File: src/source/accel_defs.svh
// ==============================
// Accelerator shared constants
// Buffer depth, array size, host address map
// ==============================
`ifndef ACCEL_DEFS_SVH
`define ACCEL_DEFS_SVH

// Operand buffers
`define ACCEL_K_MAX 16
`define ACCEL_K_W   4

// Array geometry
`define ACCEL_DIM   2
`define ACCEL_ACC_W 32

// Host word address, region code in bits 7:6
`define ACCEL_ADR_W   8
`define ACCEL_RGN_CSR 2'd0
`define ACCEL_RGN_ACT 2'd1
`define ACCEL_RGN_WGT 2'd2
`define ACCEL_RGN_RES 2'd3

// Register offsets in bits 1:0
`define ACCEL_CSR_CTRL   2'd0
`define ACCEL_CSR_STATUS 2'd1
`define ACCEL_CSR_KLEN   2'd2
`define ACCEL_CSR_CYCLES 2'd3

`endif

File: src/source/accel_pkg.sv
// ==============================
// Accelerator types
// Bus request, host word views, array control
// ==============================
`include "accel_defs.svh"

package accel_pkg;

    // Two signed int8 lanes, one buffer entry or one array vector
    typedef struct packed {
        logic signed [7:0] lane1;
        logic signed [7:0] lane0;
    } operand_t;

    // One host data word, seen as a register value or as a buffer entry
    typedef union packed {
        logic [31:0] raw;
        struct packed {
            logic [15:0] pad;
            operand_t    ops;
        } lane;
    } host_word_u;

    // Registered Wishbone request
    typedef struct packed {
        logic                    we;
        logic [`ACCEL_ADR_W-1:0] adr;
        host_word_u              dat;
    } bus_req_t;

    // Scheduler to array
    typedef struct packed {
        logic clear;
        logic enable;
    } array_ctrl_t;

endpackage

File: src/source/operand_buffer.sv
// ==============================
// Operand buffer
// 16 two-lane int8 entries, registered read
// ==============================
`timescale 1ns/100ps
`include "accel_defs.svh"

module operand_buffer (
    input  logic                  clk,
    input  logic                  rst_n,
    input  logic                  i_we,
    input  logic [`ACCEL_K_W-1:0] i_wr_idx,
    input  accel_pkg::operand_t   i_wr_data,
    input  logic [`ACCEL_K_W-1:0] i_rd_idx,
    output accel_pkg::operand_t   o_rd_data
);
    import accel_pkg::*;

    operand_t mem [`ACCEL_K_MAX];

    // Host write port
    always_ff @(posedge clk) begin
        if (i_we) begin
            mem[i_wr_idx] <= i_wr_data;
        end
    end

    // Scheduler read port, data one cycle after the index
    always_ff @(posedge clk or negedge rst_n) begin
        if (!rst_n) begin
            o_rd_data <= '0;
        end else begin
            o_rd_data <= mem[i_rd_idx];
        end
    end

endmodule

File: src/source/systolic_array.sv
// ==============================
// Output-stationary systolic array
// 2x2 int8 MAC cells, 32-bit accumulators
// ==============================
`timescale 1ns/100ps
`include "accel_defs.svh"

module systolic_array (
    input  logic                                              clk,
    input  logic                                              rst_n,
    input  accel_pkg::array_ctrl_t                            i_ctrl,
    input  accel_pkg::operand_t                               i_act,
    input  accel_pkg::operand_t                               i_wgt,
    output logic [`ACCEL_DIM*`ACCEL_DIM*`ACCEL_ACC_W-1:0]     o_result
);
    import accel_pkg::*;

    localparam int DIM  = `ACCEL_DIM;
    localparam int ACC  = `ACCEL_ACC_W;
    localparam int EN_W = 2 * DIM - 2;

    // Lane r of the skewed edge vectors feeds row r or column r
    operand_t              row_in;
    operand_t              col_in;
    logic signed [7:0]     act1_q;
    logic signed [7:0]     wgt1_q;
    logic [EN_W-1:0]       en_sr;
    logic [EN_W:0]         en_tap;
    logic signed [7:0]     a_pipe [DIM][DIM-1];
    logic signed [7:0]     w_pipe [DIM-1][DIM];
    logic signed [ACC-1:0] acc    [DIM][DIM];

    // ==============================
    // Input skew and enable delay line
    // ==============================
    always_ff @(posedge clk or negedge rst_n) begin
        if (!rst_n) begin
            act1_q <= '0;
            wgt1_q <= '0;
            en_sr  <= '0;
        end else if (i_ctrl.clear) begin
            act1_q <= '0;
            wgt1_q <= '0;
            en_sr  <= '0;
        end else begin
            act1_q <= i_act.lane1;
            wgt1_q <= i_wgt.lane1;
            en_sr  <= {en_sr[EN_W-2:0], i_ctrl.enable};
        end
    end

    assign row_in.lane0 = i_act.lane0;
    assign row_in.lane1 = act1_q;
    assign col_in.lane0 = i_wgt.lane0;
    assign col_in.lane1 = wgt1_q;
    // Cell (r,c) sees the enable delayed by r+c
    assign en_tap = {en_sr, i_ctrl.enable};

    // ==============================
    // MAC cells
    // ==============================
    for (genvar r = 0; r < DIM; r++) begin : g_row
        for (genvar c = 0; c < DIM; c++) begin : g_col
            logic signed [7:0] a_in;
            logic signed [7:0] w_in;

            if (c == 0) begin : g_a_edge
                assign a_in = $signed(row_in[r*8 +: 8]);
            end else begin : g_a_pass
                assign a_in = a_pipe[r][c-1];
            end

            if (r == 0) begin : g_w_edge
                assign w_in = $signed(col_in[c*8 +: 8]);
            end else begin : g_w_pass
                assign w_in = w_pipe[r-1][c];
            end

            // Activation moves right
            if (c < DIM - 1) begin : g_a_reg
                always_ff @(posedge clk or negedge rst_n) begin
                    if (!rst_n) begin
                        a_pipe[r][c] <= '0;
                    end else if (i_ctrl.clear) begin
                        a_pipe[r][c] <= '0;
                    end else begin
                        a_pipe[r][c] <= a_in;
                    end
                end
            end

            // Weight moves down
            if (r < DIM - 1) begin : g_w_reg
                always_ff @(posedge clk or negedge rst_n) begin
                    if (!rst_n) begin
                        w_pipe[r][c] <= '0;
                    end else if (i_ctrl.clear) begin
                        w_pipe[r][c] <= '0;
                    end else begin
                        w_pipe[r][c] <= w_in;
                    end
                end
            end

            always_ff @(posedge clk or negedge rst_n) begin
                if (!rst_n) begin
                    acc[r][c] <= '0;
                end else if (i_ctrl.clear) begin
                    acc[r][c] <= '0;
                end else if (en_tap[r+c]) begin
                    acc[r][c] <= acc[r][c] + ACC'(a_in) * ACC'(w_in);
                end
            end

            assign o_result[(r*DIM+c)*ACC +: ACC] = acc[r][c];
        end
    end

endmodule

File: src/source/accel_ctrl.sv
// ==============================
// Accelerator control
// Wishbone slave, registers, run scheduler
// ==============================
`timescale 1ns/100ps
`include "accel_defs.svh"

module accel_ctrl (
    input  logic                                          clk,
    input  logic                                          rst_n,
    input  logic                                          i_wb_cyc,
    input  logic                                          i_wb_stb,
    input  logic                                          i_wb_we,
    input  logic [`ACCEL_ADR_W-1:0]                       i_wb_adr,
    input  logic [31:0]                                   i_wb_dat,
    output logic [31:0]                                   o_wb_dat,
    output logic                                          o_wb_ack,
    output logic                                          o_act_we,
    output logic                                          o_wgt_we,
    output logic [`ACCEL_K_W-1:0]                         o_wr_idx,
    output accel_pkg::operand_t                           o_wr_data,
    output logic [`ACCEL_K_W-1:0]                         o_rd_idx,
    output accel_pkg::array_ctrl_t                        o_array,
    input  logic [`ACCEL_DIM*`ACCEL_DIM*`ACCEL_ACC_W-1:0] i_result,
    output logic                                          o_busy,
    output logic                                          o_done
);
    import accel_pkg::*;

    // Last drain cycle: last enable, two skew stages, final accumulate
    localparam logic [`ACCEL_K_W-1:0] DRAIN_LAST = 4'd3;

    typedef enum logic [1:0] {ST_IDLE, ST_READ, ST_DRAIN, ST_FINISH} state_t;

    bus_req_t              req_q;
    logic                  req_seen;
    logic [1:0]            rgn;
    logic [1:0]            reg_off;
    logic                  wr_stb;
    logic                  start;
    state_t                state_q;
    logic [`ACCEL_K_W-1:0] cnt_q;
    logic [`ACCEL_K_W-1:0] klen_q;
    logic [`ACCEL_K_W-1:0] k_last;
    logic [`ACCEL_K_W:0]   k_eff;
    logic                  en_q;
    logic                  done_q;
    logic [31:0]           run_cnt_q;
    logic [31:0]           cycles_q;

    // ==============================
    // Wishbone slave
    // ==============================
    always_ff @(posedge clk or negedge rst_n) begin
        if (!rst_n) begin
            req_seen <= 1'b0;
            o_wb_ack <= 1'b0;
        end else begin
            o_wb_ack <= 1'b0;
            if (!(i_wb_cyc && i_wb_stb)) begin
                req_seen <= 1'b0;
            end else if (!req_seen) begin
                req_seen <= 1'b1;
                o_wb_ack <= 1'b1;
            end
        end
    end

    always_ff @(posedge clk) begin
        if (i_wb_cyc && i_wb_stb && !req_seen) begin
            req_q.we      <= i_wb_we;
            req_q.adr     <= i_wb_adr;
            req_q.dat.raw <= i_wb_dat;
        end
    end

    // Request decode, acted on in the ack cycle
    assign rgn     = req_q.adr[7:6];
    assign reg_off = req_q.adr[1:0];
    assign wr_stb  = o_wb_ack && req_q.we;
    assign start   = wr_stb && (rgn == `ACCEL_RGN_CSR) && (reg_off == `ACCEL_CSR_CTRL)
                     && req_q.dat.raw[0] && !o_busy;

    // Buffers are locked while a run reads them
    assign o_act_we  = wr_stb && (rgn == `ACCEL_RGN_ACT) && !o_busy;
    assign o_wgt_we  = wr_stb && (rgn == `ACCEL_RGN_WGT) && !o_busy;
    assign o_wr_idx  = req_q.adr[`ACCEL_K_W-1:0];
    assign o_wr_data = req_q.dat.lane.ops;

    // KLEN of 0 stands for 16
    assign k_eff  = {(klen_q == '0), klen_q};
    assign k_last = klen_q - 4'd1;

    always_comb begin
        o_wb_dat = '0;
        case (rgn)
            `ACCEL_RGN_CSR: begin
                case (reg_off)
                    `ACCEL_CSR_STATUS: o_wb_dat = {30'd0, done_q, o_busy};
                    `ACCEL_CSR_KLEN:   o_wb_dat = {27'd0, k_eff};
                    `ACCEL_CSR_CYCLES: o_wb_dat = cycles_q;
                    default:           o_wb_dat = '0;
                endcase
            end
            `ACCEL_RGN_RES: o_wb_dat = i_result[reg_off*`ACCEL_ACC_W +: `ACCEL_ACC_W];
            default:        o_wb_dat = '0;
        endcase
    end

    // ==============================
    // Run scheduler
    // ==============================
    always_ff @(posedge clk or negedge rst_n) begin
        if (!rst_n) begin
            state_q   <= ST_IDLE;
            cnt_q     <= '0;
            klen_q    <= '0;
            en_q      <= 1'b0;
            done_q    <= 1'b0;
            run_cnt_q <= '0;
            cycles_q  <= '0;
        end else begin
            en_q <= (state_q == ST_READ);
            if (wr_stb && (rgn == `ACCEL_RGN_CSR) && (reg_off == `ACCEL_CSR_KLEN) && !o_busy) begin
                klen_q <= req_q.dat.raw[`ACCEL_K_W-1:0];
            end
            case (state_q)
                ST_READ: begin
                    run_cnt_q <= run_cnt_q + 32'd1;
                    cnt_q     <= cnt_q + 4'd1;
                    if (cnt_q == k_last) begin
                        state_q <= ST_DRAIN;
                        cnt_q   <= '0;
                    end
                end
                ST_DRAIN: begin
                    run_cnt_q <= run_cnt_q + 32'd1;
                    cnt_q     <= cnt_q + 4'd1;
                    if (cnt_q == DRAIN_LAST) begin
                        state_q <= ST_FINISH;
                    end
                end
                default: begin
                    if (state_q == ST_FINISH) begin
                        done_q   <= 1'b1;
                        cycles_q <= run_cnt_q;
                    end
                    state_q <= ST_IDLE;
                    if (start) begin
                        state_q   <= ST_READ;
                        cnt_q     <= '0;
                        run_cnt_q <= '0;
                        done_q    <= 1'b0;
                    end
                end
            endcase
        end
    end

    assign o_busy         = (state_q == ST_READ) || (state_q == ST_DRAIN);
    assign o_done         = (state_q == ST_FINISH);
    assign o_rd_idx       = cnt_q;
    // Clear on the first read cycle, enable one cycle behind each read
    assign o_array.clear  = (state_q == ST_READ) && (cnt_q == '0);
    assign o_array.enable = en_q;

endmodule

File: src/source/accel_top.sv
// ==============================
// Dense matrix accelerator top
// Wishbone host port, buffers, 2x2 array
// ==============================
`timescale 1ns/100ps
`include "accel_defs.svh"

module accel_top (
    input  logic                    clk,
    input  logic                    rst_n,
    input  logic                    i_wb_cyc,
    input  logic                    i_wb_stb,
    input  logic                    i_wb_we,
    input  logic [`ACCEL_ADR_W-1:0] i_wb_adr,
    input  logic [31:0]             i_wb_dat,
    output logic [31:0]             o_wb_dat,
    output logic                    o_wb_ack,
    output logic                    o_busy,
    output logic                    o_done
);

    logic                                          act_we;
    logic                                          wgt_we;
    logic [`ACCEL_K_W-1:0]                         wr_idx;
    logic [`ACCEL_K_W-1:0]                         rd_idx;
    accel_pkg::operand_t                           wr_data;
    accel_pkg::operand_t                           act_data;
    accel_pkg::operand_t                           wgt_data;
    accel_pkg::array_ctrl_t                        array_ctrl;
    logic [`ACCEL_DIM*`ACCEL_DIM*`ACCEL_ACC_W-1:0] result;

    accel_ctrl ctrl0 (
        .clk       (clk),
        .rst_n     (rst_n),
        .i_wb_cyc  (i_wb_cyc),
        .i_wb_stb  (i_wb_stb),
        .i_wb_we   (i_wb_we),
        .i_wb_adr  (i_wb_adr),
        .i_wb_dat  (i_wb_dat),
        .o_wb_dat  (o_wb_dat),
        .o_wb_ack  (o_wb_ack),
        .o_act_we  (act_we),
        .o_wgt_we  (wgt_we),
        .o_wr_idx  (wr_idx),
        .o_wr_data (wr_data),
        .o_rd_idx  (rd_idx),
        .o_array   (array_ctrl),
        .i_result  (result),
        .o_busy    (o_busy),
        .o_done    (o_done)
    );

    // Activations feed the rows, weights the columns
    operand_buffer act_buf0 (
        .clk       (clk),
        .rst_n     (rst_n),
        .i_we      (act_we),
        .i_wr_idx  (wr_idx),
        .i_wr_data (wr_data),
        .i_rd_idx  (rd_idx),
        .o_rd_data (act_data)
    );

    operand_buffer wgt_buf0 (
        .clk       (clk),
        .rst_n     (rst_n),
        .i_we      (wgt_we),
        .i_wr_idx  (wr_idx),
        .i_wr_data (wr_data),
        .i_rd_idx  (rd_idx),
        .o_rd_data (wgt_data)
    );

    systolic_array array0 (
        .clk      (clk),
        .rst_n    (rst_n),
        .i_ctrl   (array_ctrl),
        .i_act    (act_data),
        .i_wgt    (wgt_data),
        .o_result (result)
    );

endmodule

File: config.mk
export PLATFORM = sky130hd
export DESIGN_NAME = accel_top
export DESIGN_NICKNAME = d
export VERILOG_FILES = /design/src/source/accel_pkg.sv /design/src/source/operand_buffer.sv /design/src/source/systolic_array.sv /design/src/source/accel_ctrl.sv /design/src/source/accel_top.sv
export VERILOG_INCLUDE_DIRS = /design/src /design/src/source
export SDC_FILE = /design/constraint.sdc
export NUM_CORES = 2
export LEC_CHECK = 0
export BUFFER_PORTS_ARGS = -buffer_cell sky130_fd_sc_hd__buf_2
export CAP_MARGIN = 20
export CORE_ASPECT_RATIO = 1.1
export CORE_MARGIN = 3
export CORE_UTILIZATION = 69
export DETAILED_ROUTE_END_ITERATION = 6
export PLACE_DENSITY = 0.84
export SYNTH_ARGS = -nofsm -noshare
export SYNTH_HDL_FRONTEND = slang
export SYNTH_SLANG_ARGS = --single-unit
File: constraint.sdc
create_clock -name clk -period 17 [get_ports clk]
set_clock_uncertainty 0.15 [all_clocks]
set_input_delay 3.4 -clock clk [delete_from_list [all_inputs] [get_ports clk]]
set_output_delay 3.4 -clock clk [all_outputs]
set_load 0.02 [all_outputs]
# Word level (Yosys, flattened, before mapping)

Memory sizes are Yosys's and may differ from the RTL's. A register that Yosys moved wholly into a read port is not among the register bits.
Index checks and enable logic that the tools add are counted.

Register bits after elaboration: 281
RAM bits: 512
Logic and storage cells: 119
Memories kept: 2

$add $sub $neg: 7
Multipliers: 4
Eq/ne operators: 13
Shift-type cells: 1
Muxes and demuxes: 35
Bitwise logic cells: 1
Reduce and logical (&&, ||, !) cells: 33

Memory list:

| name         | depth | bits a word | rd ports | clocked after Yosys merged registers in | write ports | line                 | source |
|---|---|---|---|---|---|---|---|
| act_buf0.mem | 16    | 16          | 1        | 1                                       | 1           | operand_buffer.sv:19 | `` operand_t mem [`ACCEL_K_MAX]; `` |
| wgt_buf0.mem | 16    | 16          | 1        | 1                                       | 1           | operand_buffer.sv:19 |  |

Operators by type and width:

| operator                                             | number |
|---|---|
| 2-to-1 mux 32 bit                                    | 10 |
| adder 32 bit                                         | 4 |
| indexed part select 128 x 8 -> 32 bit                | 1 |
| one-hot mux 32 bit (3 select lines)                  | 1 |
| multiplier 8 x 8 -> 16 bit                           | 4 |
| one-hot mux 32 bit (2 select lines)                  | 1 |
| 2-to-1 mux 8 bit                                     | 6 |
| adder 32 x 1 -> 32 bit (second input constant)       | 1 |
| logical AND 1 bit                                    | 14 |
| equality test 2 bit (second input constant)          | 6 |
| 2-to-1 mux 1 bit                                     | 10 |
| nonzero test 2 bit                                   | 5 |
| logical NOT 4 bit                                    | 2 |
| 2-to-1 mux 4 bit                                     | 2 |
| one-hot mux 4 bit (2 select lines)                   | 1 |
| equality test 2 x 1 -> 1 bit (second input constant) | 3 |
| 2-to-1 mux 2 bit                                     | 3 |
| AND reduction 2 bit                                  | 3 |
| adder 4 x 1 -> 4 bit (second input constant)         | 1 |
| equality test 4 x 2 -> 1 bit (second input constant) | 1 |
| equality test 4 bit                                  | 1 |
| logical NOT 1 bit                                    | 4 |
| logical NOT 2 bit                                    | 2 |
| one-hot mux 2 bit (2 select lines)                   | 1 |
| other kinds (7)                                      | 7 |

# Longest topological paths before layout

Depth after elaboration: 7
Depth in mapped cells: 31
Depth with buffers taken out: 31

# Cells and area by module

A second synthesis with hierarchy kept.

Cell total of the unflattened synthesis: 3981
Area, all modules: 53844.1 sq um

By module, submodules not included:

| module         | times used | cells each | area each (sq um) |
|---|---|---|---|
| systolic_array | 1          | 2619       | 27841.7 |
| operand_buffer | 2          | 432        | 10122.2 |
| accel_ctrl     | 1          | 498        | 5758.0 |

# Least setup slack after synthesis

Ideal clock, no wire load.

Kind: register to register
Start point: reg act_buf0.o_rd_data[7] (netlist name)
End point: reg array0.acc, in the netlist array0.o_result[31]
Setup time: 77 ps
Arrival time: 7132 ps
Data required time: 16773 ps
Setup slack: 9640 ps
Cell stages (with the launch flop): 29
Path buffers: 2
Cells stage by stage: dfrtp_1 clkbuf_1 and2_1 fa_1 inv_1 fa_1 inv_1 fa_1 inv_1 fa_1 inv_1 ha_1 nor2b_1 o41ai_1 o21ai_1 o41ai_1 xnor2_1 ha_1 buf_6 a21oi_2 o21ai_0 a2111oi_1 a2111oi_2 o31ai_1 a21oi_1 o221a_2 xnor2_1 or3_1 a21oi_1

Longest elaborated chain between the ends: 4

Ends and longest elaborated chain:

| item                          | line                  | source |
|---|---|---|
| multiplier 8 x 8 -> 16 bit    | systolic_array.sv:111 | `acc[r][c] <= acc[r][c] + ACC'(a_in) * ACC'(w_in);` |
| adder 32 bit                  | systolic_array.sv:111 |  |
| 2-to-1 mux 32 bit             | systolic_array.sv:110 | `end else if (en_tap[r+c]) begin` |
| 2-to-1 mux 32 bit             | systolic_array.sv:108 | `end else if (i_ctrl.clear) begin` |
| end signal, assigned by index | systolic_array.sv:111 |  |
| end, declared                 | systolic_array.sv:31  | `logic signed [ACC-1:0] acc [DIM][DIM];` |

No other way between the ends. The select of a mux whose other input is x is not followed.
A chain may end at the register's enable or synchronous reset.

# Worst setup path after layout

Start point: reg array0.wgt1_q[2] (netlist: array0.g_row[0].g_col[1].w_in[2])
End point: reg array0.acc, in the netlist array0.o_result[63]

Longest elaborated chain between the ends: 4

Ends and longest elaborated chain:

| item                       | line                  | source |
|---|---|---|
| start, declared            | systolic_array.sv:26  | `logic signed [7:0] wgt1_q;` |
| start signal, assigned     | systolic_array.sv:47  | `wgt1_q <= i_wgt.lane1;` |
| multiplier 8 x 8 -> 16 bit | systolic_array.sv:111 |  |
| adder 32 bit               | systolic_array.sv:111 |  |
| 2-to-1 mux 32 bit          | systolic_array.sv:110 |  |
| 2-to-1 mux 32 bit          | systolic_array.sv:108 |  |

No other way between the ends. The select of a mux whose other input is x is not followed.

==> results.cfg <==
[logic_synthesis]
synthCells = 3821
synth_xor_area_frac = 0.0282
synthMuxAreaShare = 0.115
synth_area_um2 = 48400
synthArstFlopShare = 0.350
synth-compound-area-share = 0.0739
synth-simple-area-share = 0.102
synth_top_family_by_area = adder cells
ys_warn_count = 0
ys_seq_elements = 823
synth_edf_count = 535
ys_seq_area_frac = 0.481
synthFlopType = edfxtp_1
syn_nets = 4350
synthDistinctLibCells = 83
yosys.area_share.adder = 0.160
syn-mean-instance-area_um2 = 12.7

[sta]
hold_violations = 0
slew_violations = 0
worst_pin_slew_ns = 1.15
finalSetupViolCount = 0
fmax_ghz = 0.122
layout_min_cycle_time_ns = 8.17
setup_tns_ns = 0
min_period_over_period = 0.481
rsz0062_at_grt = false
maxSlewHeadroom = 0.232

[clock_network]
cts_tree = built
cts.sinks = 823
clk_latency_ns = 0.66
numCtsBuffers = 81
clockBufferDepth = 3
h-tree-depth = 3
cts.clk_slew.worst_paths_ns = 0.06
cts-root-buf = clkbuf_16
hold_buffers = 0
postCtsResizedCells = 0
cts_setup_buffers = 0

[global_routing]
first_global_vias = 32600
overflow = 0
grt_pass1_wl_um = 193000
grt_max_degree = 155
antenna_found_initial = 1
track_usage = 0.347

[setup_path]
slowest_delay_ns = 0.87
cp_max_fo = 18
critical_path_class = reg -> reg
cp.required_ns = 17.39
cp_slowest_cell = xnor2_1
cp.buffers_inverters = 5
arrival_ns = 8.56
cp_common_cell = inv_1
setup.worst_path.end_class = flop
crit_family = adder cells
cp-start-kind = flop

[route]
wl_met3_um = 13600
first_pass_iters = 6
met2_length_um = 65700
totalWireLength_um = 135000
wl_met1_um = 47000
drt_iter0_markers = 4155
top_layer = met5
drt-wirelength-per-cell_um = 27.5
drc = 0
via_per_inst = 6.74
antenna_left = 0
vias = 33100

[layout]
synthToLayoutAreaGrowth_pct = 9.57
nFillCells = 3997
drive_gt1_frac = 0.133
nets = 4447
seqCellArea_um2 = 23300
multi_input_area_um2 = 23200

[run_status]
outcome = complete, no violations

[floorplanning]
die_height_um = 284
die_area_um2 = 73400
start_util = 0.699
io_pins = 80
row_count = 101
fp.coreArea_um2 = 69300
die_w_um = 259

[place]
gp_congestion = 0.917
dpl.hpwl_um = 79700
io_buffers = 61

[min_path]
hp-class = reg -> reg

[job]
cap_violations = 0
## final cells by class
type,count,area share
clock buffers,100,0.0411
multi-input cells,2479,0.437
flip-flops and latches,823,0.439
clock inverters,45,0.0109
inverters,399,0.0282
repair buffers,134,0.0220
diodes,2,0.0000943
well taps,927,0.0219
## logic make-up (layout without fill, tap and decap cells)
group	after synthesis	in the layout
multiplexers	309	309
adder cells (fa/ha/maj)	484	484
other	0	2
XOR/XNOR	156	156
buffers and inverters	519	678
AND/OR/NAND/NOR	975	975
flip-flops	823	823
AO/OA/AOI/OAI	555	555
## metrics by stage
step	cells	hold slack, ns	area, um^2	setup slack, ns	util
floorplan	3821	0.278	48400	9.64	-
global placement	4746	0.284	49900	8.89	0.720
detailed placement	4746	0.297	49900	8.78	0.720
CTS	4891	0.312	52600	8.78	0.760
global route	4907	0.326	53100	8.45	0.766
finish	4909	0.305	53100	8.83	0.766
## per-layer routing
metal,GRT usage,vias up
li1,-,13800
met1,0.458,16300
met2,0.575,2399
met3,0.0470,560
met4,0.172,2
met5,0,-
## cell usage in the layout (no fill, tap or decap), drive strengths merged, types with 115 or more instances in the layout
cell / Yosys / layout
fa: 224 / 224
buf: 35 / 134
dfrtp: 288 / 288
a21oi: 161 / 161
nand2: 184 / 184
ha: 260 / 260
mux4: 192 / 192
edfxtp: 535 / 535
and2: 231 / 231
xnor2: 115 / 115
inv: 398 / 400
nor2: 260 / 260
## cell usage after synthesis, types with 29 or more instances
library cell	count	area share
edfxtp_1	535	0.33
inv_1	398	0.031
dfrtp_1	288	0.15
ha_1	260	0.067
nor2_1	260	0.020
and2_1	229	0.030
fa_1	224	0.093
mux4_2	192	0.089
nand2_1	184	0.014
a21oi_1	160	0.017
xnor2_1	115	0.021
o21ai_0	109	0.011
clkbuf_1	82	0.0064
mux2i_1	76	0.016
nand3_1	69	0.0071
a21o_1	55	0.0085
nor2b_1	55	0.0071
nor3_1	42	0.0043
mux2_2	41	0.0095
xor2_1	41	0.0074
buf_1	30	0.0023
a22oi_1	29	0.0045
o211ai_1	29	0.0045
## path summary, 6_finish.rpt
check / startpoint / end / slack [ns] / cells past startpoint
max in group asynchronous: rst_n / array0.g_row[1].g_col[1].w_in[6] / 12.78 / 2
min in group asynchronous: rst_n / ctrl0.run_cnt_q[21] / 2.57 / 1
setup / recovery: array0.g_row[0].g_col[1].w_in[2] / array0.o_result[63] / 8.83 / 26
hold reg to reg: wgt_buf0.o_rd_data[12] / array0.g_row[0].g_col[1].w_in[4] / 0.31 / 1
hold / removal: wgt_buf0.o_rd_data[12] / array0.g_row[0].g_col[1].w_in[4] / 0.31 / 1
setup reg to reg: array0.g_row[0].g_col[1].w_in[2] / array0.o_result[63] / 8.83 / 26
## state kept, by name, summed over array words and instances (netlist names), 24 cells and up
name                     cells
act_buf0.mem               256
array0.g_row.g_col.w_in     24
array0.o_result            128
ctrl0.cycles_q              32
ctrl0.run_cnt_q             32
wgt_buf0.mem               256
## worst register-to-register path, cell delays in order (launching register included)
cell and delay (ns):
dfrtp_1 0.50, and2_1 0.24, fa_1 0.53, inv_1 0.06
fa_1 0.53, inv_1 0.05, fa_1 0.48, inv_1 0.05
fa_1 0.47, inv_1 0.04, ha_1 0.33, nand2_1 0.08
o211ai_1 0.29, nand4_1 0.18, nand4_1 0.12, o211ai_1 0.11
xnor2_1 0.87, inv_1 0.66, ha_1 0.46, a211o_1 0.29
a2111oi_0 0.28, a21oi_1 0.19, nor4_1 0.42, o31ai_1 0.20
mux2i_1 0.17, and3_1 0.19, o21a_1 0.16
Power is not shown: default switching activity piles up to over one toggle a cycle in this logic, so the estimate is an artifact.
